## config.mk

```make
export PLATFORM = sky130hd
export DESIGN_NAME = htable_resp_fifo
export DESIGN_NICKNAME = d
export VERILOG_FILES = /design/src/htable_pkg.sv /design/src/htable_resp_fifo.sv
export VERILOG_INCLUDE_DIRS = /design/src
export SDC_FILE = /design/constraint.sdc
export NUM_CORES = 1
export LEC_CHECK = 0
export ABC_CLOCK_PERIOD_IN_PS = 1600
export BUFFER_PORTS_ARGS = -buffer_cell sky130_fd_sc_hd__buf_2
export CAP_MARGIN = 20
export CELL_PAD_IN_SITES_DETAIL_PLACEMENT = 2
export CELL_PAD_IN_SITES_GLOBAL_PLACEMENT = 2
export CORE_MARGIN = 2
export CORE_UTILIZATION = 39
export DETAILED_ROUTE_END_ITERATION = 8
export PLACE_DENSITY = 0.81
export SETUP_SLACK_MARGIN = 0.1
export SLEW_MARGIN = 10
export SYNTH_ARGS = -nofsm -noshare
export SYNTH_HDL_FRONTEND = slang
export SYNTH_SLANG_ARGS = --single-unit
```

## constraint.sdc

```tcl
create_clock -name clk -period 1.6 [get_ports clk]
set_input_delay 0.48 -clock clk [delete_from_list [all_inputs] [get_ports clk]]
set_output_delay 0.48 -clock clk [all_outputs]
set_load 0.02 [all_outputs]
```

## src/htable_consts.svh

```systemverilog
`ifndef HTABLE_CONSTS_SVH
`define HTABLE_CONSTS_SVH

// ------------------------------
// Data widths
// ------------------------------

// Key and value widths
`define HTABLE_KEY_W 16
`define HTABLE_VALUE_W 16

// ------------------------------
// Table geometry
// ------------------------------

// Tables searched in parallel
`define HTABLE_NUM_TABLES 3

// Index width, 64 entries per table
`define HTABLE_ADDR_W 6

// ------------------------------
// Flow control
// ------------------------------

// Lookup credits after reset, also the response FIFO depth
`define HTABLE_LOOKUP_CREDITS 4

`endif

```

## src/htable_pkg.sv

```systemverilog
`include "htable_consts.svh"

package htable_pkg;

    typedef logic [`HTABLE_KEY_W-1:0]                 key_t;
    typedef logic [`HTABLE_VALUE_W-1:0]               value_t;
    typedef logic [`HTABLE_ADDR_W-1:0]                tbl_addr_t;
    typedef logic [$clog2(`HTABLE_NUM_TABLES)-1:0]    tbl_sel_t;

    typedef enum logic {
        INSERT_ROUND_ROBIN,
        INSERT_BROADCAST
    } htable_insert_mode_t;

    typedef enum logic {
        ST_WIPE,
        ST_RUN
    } htable_ctrl_state_t;

    typedef struct packed {
        key_t   key;
    } lookup_req_t;

    typedef struct packed {
        key_t   key;
        value_t value;
    } insert_req_t;

    typedef struct packed {
        logic   hit;
        value_t value;
    } lookup_resp_t;

    // Stored table entry, 33 bits
    typedef struct packed {
        logic   valid;
        key_t   key;
        value_t value;
    } tbl_entry_t;

endpackage : htable_pkg

```

## src/htable_resp_fifo.sv

```systemverilog
`timescale 1ns/10ps
`include "htable_consts.svh"

module htable_resp_fifo #(
    parameter int DEPTH = `HTABLE_LOOKUP_CREDITS
) (
    input  logic                     clk,
    input  logic                     srst,
    input  logic                     push,
    input  htable_pkg::lookup_resp_t push_data,
    input  logic                     pop,
    output htable_pkg::lookup_resp_t pop_data,
    output logic                     empty
);
    import htable_pkg::*;

    // DEPTH is a power of two, pointers carry one wrap bit
    localparam int IDX_W = (DEPTH > 1) ? $clog2(DEPTH) : 1;

    lookup_resp_t   slots [DEPTH];
    logic [IDX_W:0] wr_ptr;
    logic [IDX_W:0] rd_ptr;

    always_ff @(posedge clk) begin
        if (srst) begin
            wr_ptr <= '0;
            rd_ptr <= '0;
        end else begin
            if (push) begin
                wr_ptr <= wr_ptr + 1'b1;
            end
            if (pop) begin
                rd_ptr <= rd_ptr + 1'b1;
            end
        end
    end

    always_ff @(posedge clk) begin
        if (push) begin
            slots[wr_ptr[IDX_W-1:0]] <= push_data;
        end
    end

    // Head is visible without a pop
    assign pop_data = slots[rd_ptr[IDX_W-1:0]];
    assign empty    = (wr_ptr == rd_ptr);

endmodule : htable_resp_fifo

```

==> impl_results.md <==
* Total GRT Usage at 16.1%
* Clock buffer depth at 2
* Critical path type: flip-flop to output port
* CP max FO at 5
* Final worst slack at -454 ps
* Final nets at 210
* Row cnt at 31
* Failing checks: setup timing
* Syn Inst Count at 128
* Grt ovf at 0
* Warnings from Yosys at 0
* H-tree levels at 3
* Final core occ at 50.5%
* Setup-failing EPs final at 18
* Core area at 7210 um^2
* Critical Path RT at 1120 ps
* Crit start category: flip-flop
* Tmin final at 2050 ps
* Hold Buf Count CTS at 0
* Slew margin rel. at 68.5%
* Syn_area_per_cell at 22.5 um^2
* # IOs at 39
* Most frequent cells in the layout: edfxtp_1 (68), buf_2 (20), mux4_2 (17), buf_6 (17), clkbuf_8 (9)
* # DRC at 0
* Vias per cell at 4.87
* Kind of end point of the critical path: output port
* Initial drt markers at 84
* Synth Area in Compound Gates at 1.04%
* Commonest non-fill, non-tap cell in the layout: edfxtp_1
* Final hold slack at 358 ps
* Worst Tran Pin Value at 472 ps
* Syn_nets at 154
* Largest family of logic cells by synthesized area: multiplexers
* Outcome: complete, but fails checks
* Die width at 90.0 um
* Fillers at 667
* Routed WL per cell at 22.0 um
* Post-synthesis mux area share at 14.9%
* Full die area at 8100 um^2
* IO buf count at 38
* 1st-pass router iterations at 4
* Vias post-DR at 1399
* Seq cells post-synth at 76
* First-pass GRT wire length at 9.49 mm
* CTS clk-pin slew, worst paths at 90 ps
* Unrepaired setup endpoints after global routing: true
* Final period utilization at 128%
* Tot Pwr at 4550 uW
* Initial antenna violation count at 0
* Dpl hpwl at 4.10 mm
* N_diodes at 0
* Vias in the first global route at 1632
* Worst skew pair latency at 350 ps
* Simple-Gate Fraction of Synth Area at 2.21%
* Post-DRT Antenna Nets at 0
* Placed cell areas at 3260 um^2
* Root Buffer: clkbuf_8
* Finished Cell Area at 3640 um^2
* Initial Util at 40.0%
* Synth Area in Adders at 2.17%
* Cts bufs inserted at 9
* Register area share after synthesis at 76.4%
* LEAKAGE at 0.00128 uW
* Synth Area in XOR/XNOR at 1.52%
* Die height at 90.0 um
* Final Hold Fails at 0
* CTS tree: yes
* Slew Viols, Final at 0
* GP Congestion at 0.647
* Largest net degree at the start of global routing at 18
* Area grow syn2layout at 26.2%
* Peak VDD IR at 536 uV
* Clock Skew at 10.5 ps
* Area of the mapped netlist at 2880 um^2
* Worst hold-check path type: input port to flip-flop
* Peak Freq at 487 MHz
* Max_cap viols at 0
* Pwr per Cell Area at 1250 nW/um^2
* Synth unique cells at 19
* CTS Sinks at 76
* Crit path DAT at 1570 ps
* Layout cells sized above 1 at 50.5%
* Post-Route WL at 6.31 mm
-- cell families after synthesis --
group           Yosys count
compound gates            4
xor+xnor                  5
fa+ha+maj                 5
buf+inv                   7
flops                    76
mux                      19
simple gates             12
-- flip-flops by register name, indices dropped and copies added (netlist names), named ones only --
signal / count
wr_ptr: 3
slots: 68
rd_ptr: 3
-- Yosys cell counts, drive strengths merged --
cell type	number	share of area [%]
and2	4	0.87
xnor2	2	0.61
dfxtp	8	5.6
inv	2	0.26
clkbuf	1	0.13
nand3b	2	0.52
nor2	5	0.65
a21oi	2	0.35
mux4	17	14
ha	5	2.2
a21bo	2	0.69
buf	4	1.4
xor2	3	0.91
edfxtp	68	71
mux2i	2	0.69
nor3	1	0.17
-- what timing repair did --
item / in CTS / in global routing
buffers inserted: 1 / 3
gates resized for setup: 25 / 28
cloned: 0 / 1
endpoints found under the setup margin: 18 / 21
pin swaps: 1 / 1
-- final timing paths --
kind                     start      endpoint  slack, ps  cells past startpoint
setup reg to reg     wr_ptr[1]   slots[2][2]        210                      3
hold / removal    push_data[9]   slots[1][9]        360                      1
setup / recovery     flip-flop  pop_data[11]       -450                      3
hold reg to reg      wr_ptr[2]     wr_ptr[2]        540                      2
-- per-stage QoR --
step           instances  worst slack (ps)  setup TNS, ps
2_1_floorplan        128             -21.7           -217
3_3_place_gp         267              -122          -1450
3_5_place_dp         267              -130          -1730
4_1_cts              283              -493          -7790
5_1_grt              287              -517          -8420
6_report             287              -454          -7390
-- cell type report --
class	instances	area, um^2	share of cell area [%]
Tap cell	99	124	3.40
Multi-Input combinational cell	45	622	17.1
Clock inverter	6	88.8	2.44
Clock buffer	9	124	3.40
Inverter	2	7.51	0.206
Timing Repair Buffer	50	457	12.5
Sequential cell	76	2220	60.9
-- worst max-delay path: stages, from the launching register on --
cell and delay (ps):
dfxtp_4 410, clkbuf_16 170, mux4_2 510, buf_6 150
-- routing by layer --
layer  GRT usage (%)  part of all wire (%)  vias to the layer above
li1                -                     -                      625
met1            19.1                    43                      728
met2            28.0                    52                       37
met3            3.69                   3.2                        9
met4            7.31                   1.9                        0
met5               0                     0                        -
-- power breakdown --
part           leakage, uW  internal [uW]  switching, uW  total, uW
registers         0.000693           2260           43.8       2310
clock network     0.000102            872            716       1590
logic             0.000486            336            319        655
total              0.00128           3470           1080       4550
Power figures use the tool's default switching activity.
