**src/htable_consts.svh**
```systemverilog
`ifndef HTABLE_CONSTS_SVH
`define HTABLE_CONSTS_SVH

// ------------------------------
// Data widths
// ------------------------------

// Key and value widths
`define HTABLE_KEY_W 16
`define HTABLE_VALUE_W 16

// ------------------------------
// Table geometry
// ------------------------------

// Tables searched in parallel
`define HTABLE_NUM_TABLES 3

// Index width, 64 entries per table
`define HTABLE_ADDR_W 6

// ------------------------------
// Flow control
// ------------------------------

// Lookup credits after reset, also the response FIFO depth
`define HTABLE_LOOKUP_CREDITS 4

`endif

```
**src/htable_pkg.sv**
```systemverilog
`include "htable_consts.svh"

package htable_pkg;

    typedef logic [`HTABLE_KEY_W-1:0]                 key_t;
    typedef logic [`HTABLE_VALUE_W-1:0]               value_t;
    typedef logic [`HTABLE_ADDR_W-1:0]                tbl_addr_t;
    typedef logic [$clog2(`HTABLE_NUM_TABLES)-1:0]    tbl_sel_t;

    typedef enum logic {
        INSERT_ROUND_ROBIN,
        INSERT_BROADCAST
    } htable_insert_mode_t;

    typedef enum logic {
        ST_WIPE,
        ST_RUN
    } htable_ctrl_state_t;

    typedef struct packed {
        key_t   key;
    } lookup_req_t;

    typedef struct packed {
        key_t   key;
        value_t value;
    } insert_req_t;

    typedef struct packed {
        logic   hit;
        value_t value;
    } lookup_resp_t;

    // Stored table entry, 33 bits
    typedef struct packed {
        logic   valid;
        key_t   key;
        value_t value;
    } tbl_entry_t;

endpackage : htable_pkg

```
**src/htable_mem.sv**
```systemverilog
`timescale 1ns/10ps
`include "htable_consts.svh"

module htable_mem #(
    parameter int ADDR_W = `HTABLE_ADDR_W
) (
    input  logic                   clk,

    // Write port, shared by inserts and the wipe
    input  logic                   wr_en,
    input  htable_pkg::tbl_addr_t  wr_addr,
    input  htable_pkg::tbl_entry_t wr_entry,

    // Read-and-compare port
    input  logic                   rd_en,
    input  htable_pkg::tbl_addr_t  rd_addr,
    input  htable_pkg::key_t       rd_key,
    output logic                   rd_done,
    output logic                   rd_hit,
    output htable_pkg::value_t     rd_value
);
    import htable_pkg::*;

    localparam int DEPTH = 1 << ADDR_W;

    tbl_entry_t entries [DEPTH];
    tbl_entry_t rd_entry_q;
    key_t       rd_key_q;

    // ------------------------------
    // Storage
    // ------------------------------

    always_ff @(posedge clk) begin
        if (wr_en) begin
            entries[wr_addr] <= wr_entry;
        end
    end

    // ------------------------------
    // Registered read
    // ------------------------------

    // Key is captured with the entry so the compare lines up
    always_ff @(posedge clk) begin
        rd_done <= rd_en;
        if (rd_en) begin
            rd_entry_q <= entries[rd_addr];
            rd_key_q   <= rd_key;
        end
    end

    // Compare
    assign rd_hit   = rd_entry_q.valid && (rd_entry_q.key == rd_key_q);
    assign rd_value = rd_hit ? rd_entry_q.value : '0;

endmodule : htable_mem

```
**config.mk**
```make
export PLATFORM = sky130hd
export DESIGN_NAME = htable_mem
export DESIGN_NICKNAME = d
export VERILOG_FILES = /design/src/htable_pkg.sv /design/src/htable_mem.sv
export VERILOG_INCLUDE_DIRS = /design/src
export SDC_FILE = /design/constraint.sdc
export NUM_CORES = 2
export LEC_CHECK = 0
export BUFFER_PORTS_ARGS = -buffer_cell sky130_fd_sc_hd__buf_2
export CAP_MARGIN = 20
export CORE_ASPECT_RATIO = 1.4
export CORE_UTILIZATION = 40
export DETAILED_ROUTE_END_ITERATION = 10
export PLACE_DENSITY = 0.58
export SLEW_MARGIN = 30
export SYNTH_ARGS = -nofsm -noshare
export SYNTH_HDL_FRONTEND = slang
export SYNTH_SLANG_ARGS = --single-unit
```
**constraint.sdc**
```tcl
create_clock -name clk -period 4.17 [get_ports clk]
set_input_delay 0.6255 -clock clk [delete_from_list [all_inputs] [get_ports clk]]
set_output_delay 0.6255 -clock clk [all_outputs]
set_load 0.05 [all_outputs]
```
==> qor.yml <==
power:
  leakage_uw: 0.0289
  powerDensity_mw_per_mm2: 473
  ir_drop_mv: 0.309
critical_path:
  worst-path-buf-inv: 1
  cp-start-kind: "flip-flop"
  path_depth: 6
  critical-path-top-delay-family: "simple AND/OR/NAND/NOR gates"
  r2r_cells: 4
  regToRegEndpoint: "rd_entry_q[6]"
  cp_slowest_stage_delay_ns: 0.66
  crit_type: "flip-flop to output pin"
  slowest_stage: "nor4_4"
  r2r_start: "entries[27][6]"
  cp.arrival_ns: 3.30
  cp_max_fo: 17
  endpoint_kind: "output pin"
  cp-startpoint: "rd_entry_q[18]"
  crit_path_end: "rd_value[13]"
  worstPathCellList: "xor2_1, nor4_1, nand4_1, nor4_4, and2_1, buf_2"
  worstPathRequired_ns: 3.54
  rrSetupSlack_ns: 1.94
detailed_routing:
  first_iter_violations: 3627
  ant_nets: 0
  drt-total-wl_mm: 212
  routed-via-count: 38600
  vias_per_cell: 5.80
  firstDrtPassIters: 8
  drc: 4
  wl_per_cell_um: 32.0
finish:
  nFillCells: 16600
  layout-drive-gt1-share_pct: 29.7
  fin_nets: 3876
  area_delta_synth_final_pct: 14.8
  fin_area_mm2: 0.0940
  stdcell_count: 6642
synthesis:
  synthTopCellsByArea: "edfxtp_1 (79%), mux4_2 (14%), a221oi_1 (0.62%), a22o_1 (0.58%), o22ai_1 (0.57%)"
  syn_inst: 3488
  synth_async_sr_flop_share_pct: 0
  ys_seq_area_share_pct: 79.3
  synth_area_per_cell_um2: 23.5
  synth-main-ff-cell: "edfxtp_1"
  synth_edf_count: 2161
  synth_top_area_cell: "edfxtp_1"
  mappedNetlistArea_mm2: 0.0818
  synthesis.nets: 3552
  synth_warnings: 0
  synth_top_area_share_pct: 79.3
  ys_types: 43
  synth.ff_latch_count: 2162
cts:
  clock-sinks: 2162
  cts_resized: 0
  cts-root-buf: "clkbuf_16"
  clk_latency_ns: 0.84
  cts_tree: "done"
  cts_max_path_buffers: 4
  cts_setup_buffers: 0
  cts-buffers-inserted: 197
  htreeDepth: 4
  path_clk_slew_ns: 0.06
run:
  maxCapViolations: 0
timing:
  max_freq_mhz: 255
  worst_slew_pin_slew_ns: 0.893
  period_minus_slack_ns: 3.92
  fin_skew_ns: 0.0454
  slew_headroom_pct: 40.3
  period_share_pct: 94.1
  finalHoldViolCount: 0
  rsz0062_at_grt: "no"
  hold_ws_ns: 0.279
  setup-violations-final: 0
  fin_tns_setup_ns: 0
  report.final.slew_viol_count: 0
  setup_slack_ns: 0.246
place:
  dp_hpwl_mm: 125
  place.gp.congestion: 0.787
  placed_cell_area_mm2: 0.0875
  dp.cells: 6270
  place_ws_ns: 0.480
  portBuffers: 81
floorplanning:
  initial_core_util_pct: 40.2
  fp-row-count: 196
  core_mm2: 0.204
  die_area_mm2: 0.206
  fp.dieW_um: 384
  die_h_um: 537
  io_pins: 82
global_routing:
  antenna_found_initial: 24
  grt_max_degree: 67
  track_usage_pct: 20.5
  first_global_vias: 39500
  grt_pass1_wl_mm: 300
  grt-ovfl-total: 0
min_path:
  hold_path_class: "input pin to flip-flop"
  whs_path_depth: 1
outcome:
  failed_checks: "design-rule violations"
  status: "finished with violations"
==> worst min-delay path by stage <==
stage            startpoint               to  slack (ns)
6_report       wr_entry[21]  entries[28][21]        0.28
3_3_place_gp     rd_key[10]     rd_key_q[10]        0.81
2_1_floorplan         rd_en          rd_done        0.65
3_5_place_dp     rd_key[14]     rd_key_q[14]        0.80
5_1_grt        wr_entry[21]  entries[28][21]        0.27
4_1_cts        wr_entry[21]  entries[28][21]        0.24
==> worst register-to-register path, delay by kind of cell (launching register included) <==
kind / cells / cell delay, ns
flip-flops: 1 / 0.36
multiplexers: 1 / 0.48
AO/OA/AOI/OAI: 3 / 1.11
==> timing repair <==
action / CTS / global route
setup endpoints to repair: 16 / 0
endpoints found under the hold margin: 16 / 0
hold buffers: 16 / 0
==> per-stage QoR <==
stage | power, uW | util (%)
4_1_cts | 44700 | 46.1
6_report | 44400 | 46.2
3_3_place_gp | 26900 | 42.9
2_1_floorplan | 25800 | -
3_5_place_dp | 26900 | 43.0
5_1_grt | 45600 | 46.1
==> placed cells by master (no fill, tap or decap), types with 13 or more instances in the layout <==
cell type / n
edfxtp_1: 2161
mux4_2: 525
clkbuf_16: 199
buf_4: 190
o22ai_1: 75
nor2_4: 63
a221oi_1: 58
buf_12: 58
a22o_1: 54
a21oi_1: 50
buf_2: 50
clkinv_1: 45
nor2_1: 42
mux2i_1: 37
a22oi_1: 36
clkbuf_1: 36
clkinv_2: 23
bufinv_16: 23
nand2_1: 22
o221ai_1: 19
and2_1: 19
dlygate4sd3_1: 16
nor3_1: 15
nand3_1: 13
==> flip-flops by register name, summed over array words and instances (netlist names) <==
register	flops
rd_done	1
rd_key_q	16
rd_entry_q	33
entries	2112
==> kinds of logic after synthesis <==
| logic type | synth area share, % |
|---|---|
| mux | 15.0 |
| simple gates | 1.31 |
| buf+inv | 1.34 |
| xor+xnor | 0.171 |
| flops | 79.3 |
| compound gates | 2.90 |
==> metal layers <==
metal  wire length, um  track usage [%]  up-vias
met5                84                0        -
met4              4670             4.97       16
met3             12400             2.92      296
met2            112000             36.5     1258
met1             82900             26.5    21300
li1                  -                -    15700
==> synthesized netlist by cell type (all sizes together), types with 17 or more instances <==
cell / count
edfxtp: 2161
mux4: 525
buf: 107
nor2: 107
clkbuf: 85
o22ai: 75
a221oi: 58
a22o: 54
a21oi: 50
mux2i: 37
a22oi: 36
nand2: 22
and2: 20
o221ai: 19
nor3: 17
==> report_power, final <==
group / internal (uW) / total (uW) / switching (uW)
logic: 851 / 2220 / 1370
registers: 24100 / 24200 / 95.7
clock network: 10200 / 18000 / 7820
==> final cells by class <==
type | count | area [um2] | area share [%]
inverters | 1 | 3.75 | 0.00400
repair buffers | 317 | 3040 | 3.24
flip-flops and latches | 2162 | 64900 | 69.1
clock buffers | 235 | 5110 | 5.44
well taps | 2673 | 3340 | 3.56
diodes | 11 | 27.5 | 0.0293
multi-input cells | 1133 | 16300 | 17.4
clock inverters | 110 | 1150 | 1.23
Power figures use the tool's default switching activity.
