[config.mk]
export PLATFORM = sky130hd
export DESIGN_NAME = htable_hash
export DESIGN_NICKNAME = d
export VERILOG_FILES = /design/src/htable_pkg.sv /design/src/htable_hash.sv
export VERILOG_INCLUDE_DIRS = /design/src
export SDC_FILE = /design/constraint.sdc
export NUM_CORES = 1
export LEC_CHECK = 0
export ABC_CLOCK_PERIOD_IN_PS = 800
export BUFFER_PORTS_ARGS = -buffer_cell sky130_fd_sc_hd__buf_2
export CORE_AREA = 5 5 42 44
export DETAILED_ROUTE_END_ITERATION = 10
export DIE_AREA = 0 0 47 49
export GPL_TIMING_DRIVEN = 0
export SLEW_MARGIN = 0
export SYNTH_ARGS = -nofsm -noshare
export SYNTH_HDL_FRONTEND = slang
export SYNTH_SLANG_ARGS = --single-unit
[constraint.sdc]
create_clock -name clk -period 0.8 [get_ports clk]
set_input_delay 0.08 -clock clk [delete_from_list [all_inputs] [get_ports clk]]
set_output_delay 0.08 -clock clk [all_outputs]
set_load 0.02 [all_outputs]
[src/htable_consts.svh]
`ifndef HTABLE_CONSTS_SVH
`define HTABLE_CONSTS_SVH

// ------------------------------
// Data widths
// ------------------------------

// Key and value widths
`define HTABLE_KEY_W 16
`define HTABLE_VALUE_W 16

// ------------------------------
// Table geometry
// ------------------------------

// Tables searched in parallel
`define HTABLE_NUM_TABLES 3

// Index width, 64 entries per table
`define HTABLE_ADDR_W 6

// ------------------------------
// Flow control
// ------------------------------

// Lookup credits after reset, also the response FIFO depth
`define HTABLE_LOOKUP_CREDITS 4

`endif

[src/htable_pkg.sv]
`include "htable_consts.svh"

package htable_pkg;

    typedef logic [`HTABLE_KEY_W-1:0]                 key_t;
    typedef logic [`HTABLE_VALUE_W-1:0]               value_t;
    typedef logic [`HTABLE_ADDR_W-1:0]                tbl_addr_t;
    typedef logic [$clog2(`HTABLE_NUM_TABLES)-1:0]    tbl_sel_t;

    typedef enum logic {
        INSERT_ROUND_ROBIN,
        INSERT_BROADCAST
    } htable_insert_mode_t;

    typedef enum logic {
        ST_WIPE,
        ST_RUN
    } htable_ctrl_state_t;

    typedef struct packed {
        key_t   key;
    } lookup_req_t;

    typedef struct packed {
        key_t   key;
        value_t value;
    } insert_req_t;

    typedef struct packed {
        logic   hit;
        value_t value;
    } lookup_resp_t;

    // Stored table entry, 33 bits
    typedef struct packed {
        logic   valid;
        key_t   key;
        value_t value;
    } tbl_entry_t;

endpackage : htable_pkg

[src/htable_hash.sv]
`timescale 1ns/10ps
`include "htable_consts.svh"

module htable_hash (
    input  logic                  clk,
    input  logic                  srst,
    input  htable_pkg::key_t      key,
    input  logic                  key_valid,
    output htable_pkg::tbl_addr_t idx [`HTABLE_NUM_TABLES],
    output logic                  idx_valid
);
    import htable_pkg::*;

    localparam int NUM_TABLES = `HTABLE_NUM_TABLES;
    localparam int KEY_W      = `HTABLE_KEY_W;
    localparam int HALF_W     = KEY_W / 2;

    // Rotate left by 5 bits per table, fold the two bytes, keep the low bits
    function automatic tbl_addr_t hash_idx(input key_t k, input int tbl);
        int                sh;
        key_t              rot;
        logic [HALF_W-1:0] fold;
        sh   = (5 * tbl) % KEY_W;
        rot  = (k << sh) | (k >> ((KEY_W - sh) % KEY_W));
        fold = rot[KEY_W-1:HALF_W] ^ rot[HALF_W-1:0];
        return fold[`HTABLE_ADDR_W-1:0];
    endfunction

    always_ff @(posedge clk) begin
        if (srst) begin
            idx_valid <= 1'b0;
        end else begin
            idx_valid <= key_valid;
        end
    end

    always_ff @(posedge clk) begin
        for (int t = 0; t < NUM_TABLES; t++) begin
            idx[t] <= hash_idx(key, t);
        end
    end

endmodule : htable_hash

==> impl_metrics.csv, run 1 <==
group,metric,value,unit
floorplanning,core-area,1400,um^2
global_routing,grt_util_met2,21.9,%
sta,min_period,0.896,ns
sta,slew_headroom,92.2,%
synth,ys_ff_latch,9,
floorplanning,die_y,49,um
clock_tree,clk_path_buf_depth,2,
clock_tree,clock_sinks,9,
global_routing,gr-usage-all-layers,11.4,%
setup_path,crit_path_start_kind,"flip-flop",
setup_path,arrival,0.82,ns
routing,vias,382,
sta,setup_violations,13,
setup_path,cpPeakStageDelay,0.33,ns
synth,yosysTopAreaCellShare,54.3,%
placed_design,gp_congestion,0.543,
routing,totalWireLength,1110,um
floorplanning,initial_utilization,23.7,%
routing,drt_iter0_drc,1,
synth,synth_area_leader_cell,"dfxtp_1",
flow_run,cap_violations,0,
setup_path,path_cells,"buf_6, buf_6",
setup_path,crit_path_end,"idx[6]",
placed_design,dpl_worst_slack,0.136,ns
sta,fin_hold_ws,0.0377,ns
synth,synthTopCellsByArea,"dfxtp_1 54%, buf_4 23%, xor2_1 21%",
global_routing,gr-total-overflow,0,
routing,viasPerCell,3.75,
sta,slew_viol_final,0,
setup_path,worstPathRequired,0.72,ns
routing,wl_per_cell,10.9,um
synth,syn_avg_cell_area,11.8,um^2
routing,ant_nets,0,
clock_tree,h-tree-depth,1,
final_layout,drive_gt1_share,68.6,%
sta,period_share,112,%
clock_tree,cts_setup_buffers,0,
final_layout,antenna_cells,0,
sta,hold_viol_final,0,
setup_path,crit_type,"flip-flop to primary output",
clock_tree,numCtsBuffers,3,
synth,ys_warn_count,0,
synth,synth.cell_area,332,um^2
final_layout,synthToLayoutAreaGrowth,169,%
synth,synth.distinct_cells,4,
sta,fin_ws,-0.0959,ns
setup_path,worstSetupEndpointType,"primary output",
run_status,violations,"negative setup slack",
floorplanning,num_io_pins,38,
routing,drt_pass1_iterations,2,
floorplanning,die_w,47,um
min_path,min_path_type,"input pin to flip-flop",
setup_path,slowest_stage,"dfxtp_2",
clock_tree,cts_root_buf,"clkbuf_4",
sta,rsz0062_at_grt,"yes",
global_routing,grt_pass1_vias,398,
final_layout,finalNetCount,106,
floorplanning,die_area,2300,um^2
routing,drc_errors,0,
global_routing,gr-max-usage-layer,"met2",
global_routing,use_met1,7.73,%
pwr,ir_drop,953,uV
synth,syn-num-nets,47,
floorplanning,fp-row-count,14,
clock_tree,cts_tree,"done",
global_routing,grt_first_pass_wirelength,1690,um
pwr,p_leak,0.442,nW
clock_tree,clk_pin_slew,0.06,ns
setup_path,cpMostUsedCell,"buf_6",
placed_design,numPortBuffers,37,
run_status,status,"complete, but fails checks",
synth,syn_inst,28,
pwr,p_per_area,1660,nW/um^2
setup_path,setup.worst_path.start,"idx[6]",
sta,tightest_slew,0.117,ns
global_routing,grt_max_degree,6,
setup_path,worst-path-max-fanout,3,
global_routing,antenna_found_initial,0,
global_routing,globalRouteMet3Util,2.21,%
sta,max_freq,1120,MHz
synth,ys_seq_area_share,54.3,%
==> synth_stat cells <==
master and instances:
nor2b_1 1, buf_4 10, xor2_1 8, dfxtp_1 9
==> area by class of cell <==
cell class / instances / area, um^2
fill: 119 / 510
clock buffer: 4 / 26.3
multi-input combinational: 9 / 76.3
timing repair buffer: 54 / 464
sequential: 9 / 191
buffer: 10 / 113
tap: 16 / 20.0
==> power breakdown <==
group | switching, mW | internal (mW) | total, mW | leakage (nW)
combinational | 0.225 | 0.362 | 0.587 | 0.350
clock | 0.153 | 0.192 | 0.345 | 0.0150
sequential | 0.0399 | 0.505 | 0.545 | 0.0762
==> state kept, by name (all words and copies together) (netlist names) <==
name	flops
idx	8
idx_valid	1
==> timing repair <==
item                                    in CTS  in global routing
resized for setup                           54                  0
hold endpoints to repair                     9                  0
endpoints found under the setup margin      19                 19
hold buffers                                17                  0
==> layer usage <==
layer / vias up / wire, um
met1: 166 / 279
li1: 189 / -
met5: - / 0
met3: 2 / 114
met2: 25 / 696
met4: 0 / 17
==> cell families after synthesis <==
family	Yosys count	synth area share, %
buf+inv	10	22.6
xor+xnor	8	21.1
simple gates	1	1.89
flops	9	54.3
==> per-stage QoR <==
stage,power [mW],cells,area (um^2),TNS [ns],utilization (%)
2_1_floorplan,0.751,28,332,0,-
3_3_place_gp,0.890,81,537,0,38.3
3_5_place_dp,0.897,81,537,0,38.3
4_1_cts,1.50,102,891,-1.24,63.6
6_report,1.48,102,891,-0.998,63.6
5_1_grt,1.59,102,891,-1.87,63.6
==> how the worst min path moves through the flow <==
stage / endpoint / from / cells past startpoint
floorplan: idx_valid / srst / 1
global placement: idx_valid / srst / 2
CTS: idx_valid / key_valid / 2
detailed placement: idx_valid / srst / 2
finish: idx_valid / key_valid / 2
global route: idx_valid / key_valid / 2
==> cell usage in the layout, fill, tap and decap left out <==
master / netlist / final
clkbuf_4: 0 / 3
xor2_1: 8 / 8
buf_2: 0 / 19
nor2b_1: 1 / 1
buf_4: 10 / 1
buf_6: 0 / 27
clkbuf_1: 0 / 1
dlygate4sd3_1: 0 / 17
dfxtp_2: 0 / 9
==> critical path: cells and delay by family (launching register included) <==
| kind | cells | cell delay [ns] |
|---|---|---|
| DFF | 1 | 0.33 |
| buffers and inverters | 2 | 0.23 |
Power figures use the tool's default switching activity.
==> run 2, diff against run 1 <==
--- a/config.mk
+++ b/config.mk
@@ -13,4 +13,5 @@
 export DIE_AREA = 0 0 47 49
 export GPL_TIMING_DRIVEN = 0
+export SKIP_CTS_REPAIR_TIMING = 1
 export SLEW_MARGIN = 0
 export SYNTH_ARGS = -nofsm -noshare
==> constraint.sdc (replaced) <==
create_clock -name clk -period 0.8 [get_ports clk]
set_input_delay 0.08 -clock clk [delete_from_list [all_inputs] [get_ports clk]]
set_output_delay 0.08 -clock clk [all_outputs]
set_load 0.05 [all_outputs]
==> impl_metrics.csv, run 2 (synthesis gave the netlist of run 1 again) <==
group,metric,value,unit
routing,drt_iter0_drc,0,
sta,rsz0062_at_grt,"yes",
global_routing,grt_first_pass_wirelength,1060,um
clock_tree,h-tree-depth,1,
global_routing,grt_pass1_vias,279,
min_path,min_path_type,"input pin to flip-flop",
pwr,p_leak,0.408,nW
final_layout,final_cell_mix,"18 x buf_2, 16 x buf_8, 12 x buf_6",
sta,hold_viol_final,2,
final_layout,antenna_cells,0,
routing,drt_pass1_iterations,1,
sta,slew_headroom,89.5,%
routing,ant_nets,0,
setup_path,worstPathRequired,0.72,ns
routing,totalWireLength,874,um
global_routing,antenna_found_initial,0,
clock_tree,clk_path_buf_depth,2,
final_layout,top_register,"idx",
sta,min_period,0.936,ns
clock_tree,cts_root_buf,"clkbuf_4",
setup_path,worst-path-max-fanout,3,
setup_path,worstSetupEndpointType,"primary output",
clock_tree,clk_pin_slew,0.06,ns
setup_path,critPathTopFamily,"flip-flops",
sta,tightest_slew,0.158,ns
final_layout,largest_register_ffs,8,
setup_path,worstPathBufferInverterCount,2,
final_layout,synthToLayoutAreaGrowth,148,%
pwr,p_per_area,2100,nW/um^2
floorplanning,die_y,49,um
flow_run,cap_violations,0,
placed_design,dpl_worst_slack,0.0523,ns
clock_tree,numCtsBuffers,3,
global_routing,gr-total-overflow,0,
setup_path,crit_type,"flip-flop to primary output",
clock_tree,clock_sinks,9,
routing,drc_errors,0,
final_layout,finalNetCount,92,
routing,vias,334,
sta,setup_violations,18,
final_layout,final_common_cell,"buf_2",
sta,slew_viol_final,0,
final_layout,top_regs,"idx x8, idx_valid x1",
floorplanning,initial_utilization,23.7,%
run_status,violations,"negative hold slack, negative setup slack",
placed_design,gp_congestion,0.534,
setup_path,cpPeakStageDelay,0.35,ns
global_routing,gr-usage-all-layers,6.29,%
sta,max_freq,1070,MHz
sta,fin_ws,-0.136,ns
pwr,ir_drop,1280,uV
setup_path,path_cells,"buf_6, buf_8",
routing,wl_per_cell,9.93,um
setup_path,crit_path_start_kind,"flip-flop",
floorplanning,core-area,1400,um^2
setup_path,arrival,0.86,ns
global_routing,grt_max_degree,6,
floorplanning,fp-row-count,14,
sta,period_share,117,%
setup_path,slowest_stage,"dfxtp_4",
placed_design,numPortBuffers,37,
floorplanning,die_w,47,um
floorplanning,num_io_pins,38,
final_layout,drive_gt1_share,81.9,%
clock_tree,cts_tree,"done",
floorplanning,die_area,2300,um^2
sta,fin_hold_ws,-0.00400,ns
run_status,status,"complete, but fails checks",
routing,viasPerCell,3.80,
run 2: metrics by stage:
stage | std cells | area [um^2] | TNS [ns] | util [%] | total power, mW
after global placement | 81 | 552 | 0 | 39.4 | 1.13
final | 88 | 822 | -1.57 | 58.7 | 1.73
after detailed placement | 81 | 552 | 0 | 39.4 | 1.13
after floorplan | 28 | 347 | 0 | - | 0.988
after global routing | 88 | 822 | -2.28 | 58.7 | 1.81
after CTS | 85 | 578 | -3.13 | 41.3 | 1.47
run 2: final timing paths:
kind,from,to,slack (ns),cells after the start
max,idx[6],idx[6],-0.14,2
min,key[8],idx[12],-0.004,2
run 2: power breakdown:
part	switching, mW	internal [mW]
sequential	0.0491	0.504
combinational	0.447	0.394
clock	0.142	0.191
total	0.638	1.09
run 2: final cells by class:
cell class | count | area (um^2)
tap | 16 | 20.0
sequential | 9 | 196
fill | 120 | 579
timing repair buffer | 40 | 390
clock buffer | 4 | 26.3
multi-input combinational | 9 | 76.3
buffer | 10 | 113
run 2: metal layers:
metal	track usage, %	vias to the layer above	part of all wire, %
met5	0	-	0
met4	4.15	0	0
met3	3.69	0	18
met2	9.73	27	54
met1	6.01	145	27
li1	-	162	-
