==> src/htable_consts.svh <==
`ifndef HTABLE_CONSTS_SVH
`define HTABLE_CONSTS_SVH

// ------------------------------
// Data widths
// ------------------------------

// Key and value widths
`define HTABLE_KEY_W 16
`define HTABLE_VALUE_W 16

// ------------------------------
// Table geometry
// ------------------------------

// Tables searched in parallel
`define HTABLE_NUM_TABLES 3

// Index width, 64 entries per table
`define HTABLE_ADDR_W 6

// ------------------------------
// Flow control
// ------------------------------

// Lookup credits after reset, also the response FIFO depth
`define HTABLE_LOOKUP_CREDITS 4

`endif

==> src/htable_pkg.sv <==
`include "htable_consts.svh"

package htable_pkg;

    typedef logic [`HTABLE_KEY_W-1:0]                 key_t;
    typedef logic [`HTABLE_VALUE_W-1:0]               value_t;
    typedef logic [`HTABLE_ADDR_W-1:0]                tbl_addr_t;
    typedef logic [$clog2(`HTABLE_NUM_TABLES)-1:0]    tbl_sel_t;

    typedef enum logic {
        INSERT_ROUND_ROBIN,
        INSERT_BROADCAST
    } htable_insert_mode_t;

    typedef enum logic {
        ST_WIPE,
        ST_RUN
    } htable_ctrl_state_t;

    typedef struct packed {
        key_t   key;
    } lookup_req_t;

    typedef struct packed {
        key_t   key;
        value_t value;
    } insert_req_t;

    typedef struct packed {
        logic   hit;
        value_t value;
    } lookup_resp_t;

    // Stored table entry, 33 bits
    typedef struct packed {
        logic   valid;
        key_t   key;
        value_t value;
    } tbl_entry_t;

endpackage : htable_pkg

==> src/htable_multi_ctrl.sv <==
`timescale 1ns/10ps
`include "htable_consts.svh"

module htable_multi_ctrl #(
    parameter htable_pkg::htable_insert_mode_t INSERT_MODE = htable_pkg::INSERT_ROUND_ROBIN
) (
    input  logic                                clk,
    input  logic                                srst,
    input  logic                                clear,
    output logic                                init_done,

    // Application requests
    input  logic                                lookup_valid,
    input  htable_pkg::lookup_req_t             lookup_req,
    input  logic                                insert_valid,
    input  htable_pkg::insert_req_t             insert_req,

    // Shared hash unit
    output htable_pkg::key_t                    hash_key,
    output logic                                hash_key_valid,
    input  htable_pkg::tbl_addr_t               idx [`HTABLE_NUM_TABLES],
    input  logic                                idx_valid,

    // Table read and write
    output logic                                key_valid_lookup,
    output htable_pkg::key_t                    tbl_rd_key,
    output logic [`HTABLE_NUM_TABLES-1:0]       tbl_wr_en,
    output htable_pkg::tbl_addr_t               tbl_wr_addr [`HTABLE_NUM_TABLES],
    output htable_pkg::tbl_entry_t              tbl_wr_entry,

    // Response FIFOs
    output logic                                fifo_srst,
    input  logic [`HTABLE_NUM_TABLES-1:0]       fifo_empty,
    output logic                                fifo_pop,
    input  htable_pkg::lookup_resp_t            fifo_data [`HTABLE_NUM_TABLES],

    // Response and credits
    output logic                                resp_valid,
    output htable_pkg::lookup_resp_t            resp,
    output logic                                lookup_credit,
    output logic                                insert_credit
);
    import htable_pkg::*;

    localparam int NUM_TABLES = `HTABLE_NUM_TABLES;

    htable_ctrl_state_t      state;
    tbl_addr_t               wipe_addr;
    tbl_sel_t                rr_sel;
    logic                    ins_flag_q;
    key_t                    key_q;
    value_t                  value_q;
    logic                    ins_wr;
    logic                    ins_wr_q;
    logic [NUM_TABLES-1:0]   ins_mask;
    lookup_resp_t            resp_next;

    // ------------------------------
    // Wipe and run FSM
    // ------------------------------

    always_ff @(posedge clk) begin
        if (srst || clear) begin
            state     <= ST_WIPE;
            wipe_addr <= '0;
        end else if (state == ST_WIPE) begin
            wipe_addr <= wipe_addr + 1'b1;
            if (&wipe_addr) begin
                state <= ST_RUN;
            end
        end
    end

    assign init_done = (state == ST_RUN);

    always_ff @(posedge clk) begin
        fifo_srst <= srst || clear;
    end

    // ------------------------------
    // Hash input and insert tagging
    // ------------------------------

    // Inserts and lookups never arrive together
    assign hash_key       = insert_valid ? insert_req.key : lookup_req.key;
    assign hash_key_valid = (state == ST_RUN) && (lookup_valid || insert_valid);

    always_ff @(posedge clk) begin
        if (srst) begin
            ins_flag_q <= 1'b0;
        end else begin
            ins_flag_q <= (state == ST_RUN) && insert_valid;
        end
    end

    // Key and value delayed to meet the hashed index
    always_ff @(posedge clk) begin
        key_q   <= hash_key;
        value_q <= insert_req.value;
    end

    assign key_valid_lookup = idx_valid && !ins_flag_q;
    assign tbl_rd_key       = key_q;
    assign ins_wr           = idx_valid && ins_flag_q;

    // ------------------------------
    // Insert distribution
    // ------------------------------

    always_comb begin
        ins_mask = '0;
        if (INSERT_MODE == INSERT_BROADCAST) begin
            ins_mask = '1;
        end else begin
            ins_mask[rr_sel] = 1'b1;
        end
    end

    always_ff @(posedge clk) begin
        if (srst || clear) begin
            rr_sel <= '0;
        end else if (ins_wr) begin
            if (rr_sel == tbl_sel_t'(NUM_TABLES - 1)) begin
                rr_sel <= '0;
            end else begin
                rr_sel <= rr_sel + 1'b1;
            end
        end
    end

    // Write command, zero entries while wiping
    always_ff @(posedge clk) begin
        if (srst) begin
            tbl_wr_en <= '0;
            ins_wr_q  <= 1'b0;
        end else if (state == ST_WIPE) begin
            tbl_wr_en <= '1;
            ins_wr_q  <= 1'b0;
        end else begin
            tbl_wr_en <= ins_wr ? ins_mask : '0;
            ins_wr_q  <= ins_wr;
        end
    end

    always_ff @(posedge clk) begin
        for (int t = 0; t < NUM_TABLES; t++) begin
            tbl_wr_addr[t] <= (state == ST_WIPE) ? wipe_addr : idx[t];
        end
        if (state == ST_WIPE) begin
            tbl_wr_entry <= '0;
        end else begin
            tbl_wr_entry <= '{valid: 1'b1, key: key_q, value: value_q};
        end
    end

    // ------------------------------
    // Response combine and credits
    // ------------------------------

    assign fifo_pop = ~|fifo_empty;

    // Highest-numbered hitting table wins
    always_comb begin
        resp_next = '0;
        for (int t = 0; t < NUM_TABLES; t++) begin
            if (fifo_data[t].hit) begin
                resp_next.hit   = 1'b1;
                resp_next.value = fifo_data[t].value;
            end
        end
    end

    always_ff @(posedge clk) begin
        if (srst) begin
            resp_valid    <= 1'b0;
            lookup_credit <= 1'b0;
            insert_credit <= 1'b0;
        end else begin
            resp_valid    <= fifo_pop;
            lookup_credit <= fifo_pop;
            insert_credit <= ins_wr_q;
        end
    end

    always_ff @(posedge clk) begin
        resp <= resp_next;
    end

endmodule : htable_multi_ctrl

==> config.mk <==
export PLATFORM = sky130hd
export DESIGN_NAME = htable_multi_ctrl
export DESIGN_NICKNAME = d
export VERILOG_FILES = /design/src/htable_pkg.sv /design/src/htable_multi_ctrl.sv
export VERILOG_INCLUDE_DIRS = /design/src
export SDC_FILE = /design/constraint.sdc
export NUM_CORES = 1
export LEC_CHECK = 0
export BUFFER_PORTS_ARGS = -buffer_cell sky130_fd_sc_hd__buf_2
export CORE_MARGIN = 4
export CORE_UTILIZATION = 35
export CTS_BUF_LIST = sky130_fd_sc_hd__clkbuf_8
export DETAILED_ROUTE_END_ITERATION = 16
export PLACE_DENSITY = 0.69
export SKIP_CTS_REPAIR_TIMING = 1
export SYNTH_ARGS = -nofsm -noshare
export SYNTH_HDL_FRONTEND = slang
export SYNTH_SLANG_ARGS = --single-unit
export TNS_END_PERCENT = 10
==> constraint.sdc <==
create_clock -name clk -period 2.5 [get_ports clk]
set_input_delay 0.375 -clock clk [delete_from_list [all_inputs] [get_ports clk]]
set_output_delay 0.375 -clock clk [all_outputs]
set_load 0.01 [all_outputs]
==> metrics.yaml, run 1 <==
max-cap-violations: 0
port_buffers: 236
place_hpwl_mm: 7.35
die_h_um: 108
synthTopCellsByArea: "dfxtp_1, nand2_1, and2_1"
cts-root-buf: "clkbuf_8"
p_leak_nw: 2.69
rsz0062_at_grt: "false"
path_cells: "o21a_1, buf_2"
dieArea_sq_mm: 0.0117
drive_above_1_share_pct: 50.7
wire_per_inst_um: 13.4
synth.net_count: 443
synth_top_area_share_pct: 66.7
diodes: 0
die_w_um: 108
hp-class: "input port to flop"
htreeDepth: 4
grt_pass1_vias: 3130
max-vdd-ir-drop_uv: 352
viasPerCell: 4.34
place.gp.congestion: 0.756
syn_to_final_growth_pct: 48.7
finalSetupTns_ns: 0
vias: 3043
finalHoldViolCount: 0
crit_required_ns: 2.12
tritoncts: "done"
synth-xor-area-share_pct: 0.748
place_ws_ns: 0.829
synth_compound_area_share_pct: 7.30
synthArstFlopShare_pct: 0
power_density_mw_per_mm2: 789
yosys_warnings: 0
rows: 36
slowest_stage: "dfxtp_2"
setup_violations: 0
dpl-instance-area_sq_mm: 0.00479
drcViolationCount: 0
grt_usage_pct: 16.2
finalNonFillerCells: 701
synth.ff_latch_count: 117
slew_headroom_pct: 58.9
run_status: "completed"
grt_overflow: 0
tightestPinTransition_ns: 0.616
cts_buffers: 17
synth_fa_ha_area_share_pct: 0.356
synth_top_family_by_area: "simple AND/OR/NAND/NOR gates"
synth_area_sq_mm: 0.00351
crit_type: "flop to primary output"
synthSimpleGateAreaFrac_pct: 17.2
antenna_found_initial: 0
synth_largest_area_cell: "dfxtp_1"
clk_pin_slew_worst_paths_ns: 0.08
grt_pass1_wl_mm: 14.4
synth_ff_type: "dfxtp_1"
syn_area_per_cell_sq_um: 11.1
min_period_ns: 1.83
clock-sinks: 117
clock_latency_ns: 0.41
seq_area_frac_synth_pct: 66.7
ant_nets: 0
ios: 237
final_nets: 682
fmax_mhz: 546
worstPathArrival_ns: 1.46
skew_ns: 0.00861
syn_inst: 316
critPathMaxFanout: 38
endpoint_kind: "primary output"
firstDrtPassIters: 4
cpPeakStageDelay_ns: 0.72
synth-edff-count: 0
p_total_mw: 4.12
final_util_pct: 53.4
fillers: 932
worstSetupStartpointType: "flop"
post-place-cells: 669
core_area_sq_mm: 0.00977
start_util_pct: 35.9
yosysUniqueCellTypes: 29
period_share_pct: 73.2
fin_ws_ns: 0.669
stdcell_area_sq_mm: 0.00522
routed_wl_mm: 9.42
drt_iter0_drc: 139
whs_ns: 0.0599
muxShareOfSynthArea_pct: 5.42
grt_max_degree: 39
cts.path.max_buffers: 2
finalMaxSlewViolations: 0
==> logic make-up (layout without fill, tap and decap cells) <==
logic type,after synthesis,count (layout)
DFF,117,117
and+or+nand+nor,118,118
muxes,17,17
buffers and inverters,17,269
xor gates and xnor gates,3,3
adders and majority gates,1,1
AOI/OAI and AO/OA,43,43
==> routing by layer <==
metal / wire length (um) / global-route usage [%] / vias up
met5: 0 / 0 / -
met4: 122 / 6.94 / 0
met3: 847 / 7.10 / 9
met2: 4880 / 28.3 / 127
met1: 3580 / 16.8 / 1383
li1: - / - / 1524
==> worst paths after layout <==
| check | from | to | slack (ns) | cells past startpoint |
|---|---|---|---|---|
| worst max-delay path | init_done$_SDFF_PP0_ | hash_key_valid | 0.67 | 2 |
| worst min-delay path | insert_req[2] | value_q[2]$_DFF_P_ | 0.06 | 1 |
| worst max register to register | init_done$_SDFF_PP0_ | tbl_wr_addr[6]$_DFF_P_ | 1.02 | 3 |
| worst min register to register | value_q[0]$_DFF_P_ | tbl_wr_entry[0]$_SDFF_PN0_ | 0.43 | 1 |
==> final cells by class <==
class,count,area (sq um),share of cell area [%]
repair buffers,237,1190,22.8
clock inverters,14,189,3.62
flip-flops and latches,117,2340,44.9
well taps,133,166,3.19
clock buffers,18,248,4.74
multi-input cells,182,1090,20.8
==> critical path, delay by kind of cell, from the launching register on <==
| kind | cells | cell delay [ns] |
|---|---|---|
| AOI/OAI and AO/OA | 1 | 0.20 |
| DFF | 1 | 0.72 |
| buffers and inverters | 1 | 0.12 |
==> Yosys cell counts, types with 3 or more instances <==
library cell  instances
a21oi_1               8
a22oi_1              15
and2_1               32
buf_2                 8
clkbuf_1              7
dfxtp_1             117
mux2_2               16
nand2_1              57
nand2b_1              6
nand4b_1              3
nor2_1                5
nor2b_1               3
o21ai_0              17
or3_1                 4
==> registers in the layout, summed over array words and instances (netlist names) <==
| signal | count |
|---|---|
| wipe_addr | 6 |
| tbl_rd_key | 16 |
| resp | 17 |
| rr_sel | 2 |
| ins_flag_q | 1 |
| insert_credit | 1 |
| init_done | 1 |
| value_q | 16 |
| tbl_wr_entry | 33 |
| fifo_srst | 1 |
| tbl_wr_addr | 18 |
| tbl_wr_en | 3 |
| ins_wr_q | 1 |
| lookup_credit | 1 |
==> where the power goes <==
part	internal, mW	switching [mW]	leakage [nW]
clock network	1.05	0.817	0.216
logic	0.157	0.146	1.51
registers	1.93	0.0204	0.964
==> placed cells by master, fill, tap and decap left out, types with 4 or more instances in the layout <==
cell / count
mux2_2: 16
a22oi_1: 15
nand2b_1: 6
clkbuf_8: 18
nor2_1: 5
buf_2: 236
dfxtp_1: 116
o21ai_0: 17
a21oi_1: 8
or3_1: 4
nand2_1: 57
inv_6: 7
and2_1: 32
(Power assumes the default switching activity.)
==> inputs of run 2 (changes only) <==
--- a/config.mk
+++ b/config.mk
@@ -11,7 +11,7 @@
 export CORE_UTILIZATION = 35
 export CTS_BUF_LIST = sky130_fd_sc_hd__clkbuf_8
 export DETAILED_ROUTE_END_ITERATION = 16
-export PLACE_DENSITY = 0.69
+export PLACE_DENSITY = 0.72
 export SKIP_CTS_REPAIR_TIMING = 1
 export SYNTH_ARGS = -nofsm -noshare
 export SYNTH_HDL_FRONTEND = slang
==> constraint.sdc (replaced) <==
create_clock -name clk -period 1.6 [get_ports clk]
set_input_delay 0.24 -clock clk [delete_from_list [all_inputs] [get_ports clk]]
set_output_delay 0.24 -clock clk [all_outputs]
set_load 0.01 [all_outputs]
==> metrics.yaml, run 2 (synthesized netlist as in run 1, its figures left out) <==
slowest_stage: "dfxtp_4"
cpPeakStageDelay_ns: 0.41  # -0.31 ns
grt_overflow: 0  # unchanged
antenna_found_initial: 1  # +1
max-cap-violations: 0  # unchanged
cts.path.max_buffers: 2  # unchanged
hp-class: "input port to flop"
reg_top3: "tbl_wr_entry (33), tbl_wr_addr (18), resp (17)"
place.gp.congestion: 0.778  # +2.9%
cts_buffers: 17  # unchanged
endpoint_kind: "primary output"
finalMaxSlewViolations: 0  # unchanged
period_share_pct: 92.6
viasPerCell: 4.36  # +0.52%
rsz0062_at_grt: "false"
tritoncts: "done"
finalHoldViolCount: 0  # unchanged
fmax_mhz: 675
clk_pin_slew_worst_paths_ns: 0.08  # about the same
core_area_sq_mm: 0.00977  # unchanged
critPathMaxFanout: 12  # -68%
grt_max_degree: 34  # -13%
crit_required_ns: 1.36  # -0.76 ns
dieArea_sq_mm: 0.0117  # unchanged
finalSetupTns_ns: 0  # unchanged
tightestPinTransition_ns: 0.477  # -0.139 ns
diodes: 0  # unchanged
firstDrtPassIters: 4  # unchanged
largest_register: "tbl_wr_entry"
fin_ws_ns: 0.118  # -0.551 ns
start_util_pct: 35.9  # unchanged
wire_per_inst_um: 13.5  # +0.42%
setup_violations: 0  # unchanged
p_total_mw: 6.53  # +59%
skew_ns: 0.00972  # +0.00111 ns
slew_headroom_pct: 68.2  # +9.3 points
vias: 3146  # +3.4%
routed_wl_mm: 9.73  # +3.3%
drcViolationCount: 0  # unchanged
run_status: "completed"
worstPathArrival_ns: 1.24  # -0.22 ns
rows: 36  # unchanged
path_cells: "buf_4, o21a_1, buf_2"
ant_nets: 0  # unchanged
clock_latency_ns: 0.41  # about the same
place_hpwl_mm: 7.40  # +0.77%
syn_to_final_growth_pct: 54.8
die_h_um: 108  # unchanged
grt_pass1_vias: 3075  # -1.8%
stdcell_area_sq_mm: 0.00544  # +4.0%
final_common_cell: "buf_2"
crit_type: "flop to primary output"
final_nets: 702  # +2.9%
cts-root-buf: "clkbuf_8"
mostFrequentLayoutCells: "buf_2, dfxtp_1, nand2_1"
max-vdd-ir-drop_uv: 803  # +130%
place_ws_ns: 0.179  # -0.651 ns
grt_usage_pct: 15.9  # -0.25 points
p_leak_nw: 2.78  # +3.2%
htreeDepth: 4  # unchanged
ios: 237  # unchanged
drive_above_1_share_pct: 49.3  # -1.4 points
drt_iter0_drc: 161  # +16%
clock-sinks: 117  # unchanged
grt_pass1_wl_mm: 14.4  # -0.48%
min_period_ns: 1.48
worstSetupStartpointType: "flop"
dpl-instance-area_sq_mm: 0.00480  # +0.31%
port_buffers: 236  # unchanged
die_w_um: 108  # unchanged
largest_register_ff_count: 33  # unchanged
power_density_mw_per_mm2: 1200  # +52%
run 2: cell types whose count changed in the layout (fill, tap and decap cells not counted), moves of 2 or more:
cell / delta
inv_8: -2
inv_6: -4
clkinvlp_4: +2
clkinv_4: +2
dlygate4sd3_1: +18
run 2: layer usage:
layer  track usage (%)  vias to the layer above  share of wire [%]
met4              6.04                        2                1.8
li1                  -                     1559                  -
met2              27.6                      148                 52
met5                 0                        -               0.13
met1              17.0                     1423                 37
met3              7.10                       14                9.2
run 2: final timing paths:
check	start	endpoint	slack [ns]	depth (start not counted)
worst max-delay path	init_done$_SDFF_PP0_	hash_key_valid	0.12	3
worst min-delay path	fifo_data[12]	resp[12]$_DFF_P_	0.02	3
worst min register to register	value_q[8]$_DFF_P_	tbl_wr_entry[8]$_SDFF_PN0_	0.42	1
worst max register to register	wipe_addr[0]$_SDFFE_PP0N_	wipe_addr[4]$_SDFFE_PP0N_	0.37	4
run 2: cell type report:
class                      count  area (sq um)
fill                         886          4340
clock buffer                  18           248
multi-input combinational    182          1090
tap                          133           166
sequential                   117          2350
clock inverter                14           199
timing repair buffer         257          1390
run 2: stage by stage:
stage	cells	utilization, %	hold WS, ns
final	721	55.6	0.0249
after global routing	721	55.6	0.00420
after CTS	703	53.7	-0.0990
after detailed placement	671	49.1	0.344
after global placement	671	49.1	0.343
after floorplan	316	-	0.268
run 2: report_power, final:
| group | switching [mW] | internal, mW | total (mW) |
|---|---|---|---|
| Sequential | 0.0333 | 3.02 | 3.05 |
| Clock | 1.22 | 1.76 | 2.97 |
| Combinational | 0.237 | 0.273 | 0.510 |
run 2: worst max-delay path, delay by kind of cell (launching register included):
family	cells	cell delay, ns
AO/OA/AOI/OAI	1	0.12
buffers and inverters	2	0.31
flip-flops	1	0.41
==> inputs of run 3 (changes only) <==
--- a/config.mk
+++ b/config.mk
@@ -6,12 +6,14 @@
 export SDC_FILE = /design/constraint.sdc
 export NUM_CORES = 1
 export LEC_CHECK = 0
+export ABC_AREA = 1
 export BUFFER_PORTS_ARGS = -buffer_cell sky130_fd_sc_hd__buf_2
 export CORE_MARGIN = 4
 export CORE_UTILIZATION = 35
 export CTS_BUF_LIST = sky130_fd_sc_hd__clkbuf_8
+export CTS_CLUSTER_DIAMETER = 30
 export DETAILED_ROUTE_END_ITERATION = 16
-export PLACE_DENSITY = 0.72
+export PLACE_DENSITY = 0.71
 export SKIP_CTS_REPAIR_TIMING = 1
 export SYNTH_ARGS = -nofsm -noshare
 export SYNTH_HDL_FRONTEND = slang
==> constraint.sdc (replaced) <==
create_clock -name clk -period 1.6 [get_ports clk]
set_input_delay 0.08 -clock clk [delete_from_list [all_inputs] [get_ports clk]]
set_output_delay 0.08 -clock clk [all_outputs]
set_load 0.01 [all_outputs]
==> metrics.yaml, run 3 <==
hp-class: "input port to flop"
drcViolationCount: 0  # unchanged
crit_type: "input port to flop"
run_status: "completed"
antenna_found_initial: 0  # -1
hold_start: "srst"
busiest_layer: "met2"
grt_pass1_vias: 3391  # +10%
synth_ff_type: "dfxtp_1"
cpPeakStageDelay_ns: 0.57  # +0.16 ns
power_density_mw_per_mm2: 1030  # -14%
r2r_slack_ns: 0.48  # +0.11 ns
grt_usage_pct: 15.8  # -0.16 points
synthArstFlopShare_pct: 0  # unchanged
synth_most_common_cell: "nand2_1"
ant_nets: 0  # unchanged
crit_buf_inv: 4  # +2
cp_top_family: "buffers and inverters"
clock-sinks: 117  # unchanged
port_buffers: 236  # unchanged
yosys_warnings: 0  # unchanged
synth-edff-count: 0  # unchanged
fin_ws_ns: 0.127  # +0.00840 ns
routed_wl_mm: 11.7  # +20%
synth_area_sq_mm: 0.00367  # +4.6%
ios: 237  # unchanged
slowest_stage: "dlygate4sd3_1"
p_leak_nw: 3.52  # +27%
grt_util_met3_pct: 5.42  # -1.7 points
drt_iter0_drc: 164  # +1.9%
final_nets: 890  # +27%
yosysUniqueCellTypes: 18  # -38%
max-vdd-ir-drop_uv: 606  # -25%
dieArea_sq_mm: 0.0122  # +4.3%
crit_top_cell: "dlygate4sd3_1"
cts-root-buf: "clkbuf_8"
place_hpwl_mm: 7.62  # +3.0%
finalHoldViolCount: 0  # unchanged
clk_pin_slew_worst_paths_ns: 0.07  # about the same
syn_inst: 422  # +34%
start_util_pct: 35.7  # -0.19 points
period_share_pct: 92.1  # -0.52 points
largest_register: "tbl_wr_entry"
mostFrequentLayoutCells: "buf_2, nand2_1, dfxtp_1"
place.gp.congestion: 0.884  # +14%
tritoncts: "done"
synth_top_area_share_pct: 63.8  # -2.9 points
path_cells: "dlygate4sd3_1, buf_2, inv_1, nor2_8, nand2_1, a21oi_1, dlygate4sd3_1"
setup_violations: 0  # unchanged
viasPerCell: 4.37  # +0.22%
die_h_um: 110  # +2.1%
grt_overflow: 0  # unchanged
drive_above_1_share_pct: 35.4  # -14 points
clock_latency_ns: 0.41  # about the same
max-cap-violations: 0  # unchanged
finalSetupTns_ns: 0  # unchanged
critPathMaxFanout: 16  # +4
synth_largest_area_cell: "dfxtp_1"
synth.ff_latch_count: 117  # unchanged
syn_to_final_growth_pct: 72.4
p_total_mw: 6.55  # +0.22%
fmax_mhz: 679  # +0.57%
grt_max_degree: 39  # +15%
place_ws_ns: 0.495  # +0.316 ns
final_common_cell: "buf_2"
finalMaxSlewViolations: 0  # unchanged
seq_area_frac_synth_pct: 63.8  # -2.9 points
r2r-start: "init_done$_SDFF_PP0_"
diodes: 0  # unchanged
rsz0062_at_grt: "false"
worstPathArrival_ns: 1.83  # +0.59 ns
reg_top3: "tbl_wr_entry (33), tbl_wr_addr (18), resp (17)"
grt_pass1_wl_mm: 15.6  # +8.6%
synthTopCellsByArea: "dfxtp_1, nand2_1, a21oi_1"
netlist_top_cells_count: "nand2_1, dfxtp_1, inv_1"
syn_area_per_cell_sq_um: 8.71  # -22%
skew_ns: 0.0114  # +0.00164 ns
htreeDepth: 4  # unchanged
cts_buffers: 17  # unchanged
fillers: 852  # -3.8%
worstSetupStartpointType: "input port"
use_met1_pct: 16.8  # -0.27 points
cp-startpoint: "fifo_data[50]"
core_area_sq_mm: 0.0103  # +5.1%
wire_per_inst_um: 12.9  # -4.8%
firstDrtPassIters: 5  # +1
slew_headroom_pct: 72.4  # +4.2 points
endpoint_kind: "flop"
vias: 3988  # +27%
rows: 37  # +2.8%
min_period_ns: 1.47  # -0.00840 ns
die_w_um: 110  # +2.1%
tightestPinTransition_ns: 0.414  # -0.0630 ns
cts.path.max_buffers: 2  # unchanged
crit_required_ns: 1.95  # +0.59 ns
largest_register_ff_count: 33  # unchanged
grt_use_met2_pct: 28.3  # +0.70 points
synth.net_count: 549  # +24%
[run 3: changes by cell type in the layout (fill, tap and decap cells not counted), sizes merged, moves of 6 or more]
cell | previous run | this run
a21oi | 8 | 41
a22oi | 15 | 0
and2 | 32 | 0
dlygate4sd3 | 18 | 102
inv | 3 | 53
mux2 | 16 | 0
nand2 | 57 | 148
nand2b | 6 | 0
nand3 | 0 | 6
nor2 | 5 | 32
o21ai | 18 | 3
[run 3: layer usage]
| layer | share of wire [%] | up-vias |
|---|---|---|
| met1 | 38 | 1821 |
| met4 | 2.3 | 0 |
| met5 | 0 | - |
| met2 | 53 | 183 |
| li1 | - | 1960 |
| met3 | 6.9 | 24 |
[run 3: through the flow]
step | instances | cell area, sq um | util, % | hold WS, ns
5_1_grt | 912 | 6330 | 61.6 | 0.0172
3_5_place_dp | 778 | 4900 | 47.7 | 0.184
6_report | 912 | 6330 | 61.6 | 0.0136
4_1_cts | 810 | 5310 | 51.7 | -0.264
3_3_place_gp | 778 | 4900 | 47.7 | 0.183
2_1_floorplan | 422 | 3670 | - | 0.108
[run 3: cells by family (layout without fill, tap and decap cells)]
logic type | after synthesis | count (layout) | synth area share [%]
AOI/OAI and AO/OA | 44 | 44 | 6.10
adders and majority gates | 1 | 1 | 0.341
and+or+nand+nor | 192 | 192 | 20.9
buffers and inverters | 68 | 422 | 8.86
DFF | 117 | 117 | 63.8
[run 3: worst register-to-register path, stage by stage (launching register included)]
cell,delay [ns]
dfxtp_2,0.34
buf_4,0.35
nor2_1,0.12
nor3_1,0.22
[run 3: path summary, 6_finish.rpt]
kind	cells after the start	endpoint
worst min-delay path	2	tbl_wr_en[2]$_SDFF_PP0_
worst max-delay path	7	resp[8]$_DFF_P_
worst min register to register	2	tbl_wr_entry[13]$_SDFF_PN0_
worst max register to register	3	wipe_addr[2]$_SDFFE_PP0N_
[run 3: layout make-up]
cell class	instances	area [sq um]	share of cell area (%)
Sequential cell	117	2340	37.0
Inverter	50	188	2.96
Clock buffer	18	248	3.91
Timing Repair Buffer	340	2220	35.0
Tap cell	136	170	2.69
Multi-Input combinational cell	237	1010	15.9
Clock inverter	14	161	2.55
[run 3: where the power goes]
group / total [mW] / internal, mW / switching, mW
clock: 2.75 / 1.57 / 1.18
sequential: 3.06 / 3.02 / 0.0358
combinational: 0.744 / 0.426 / 0.319
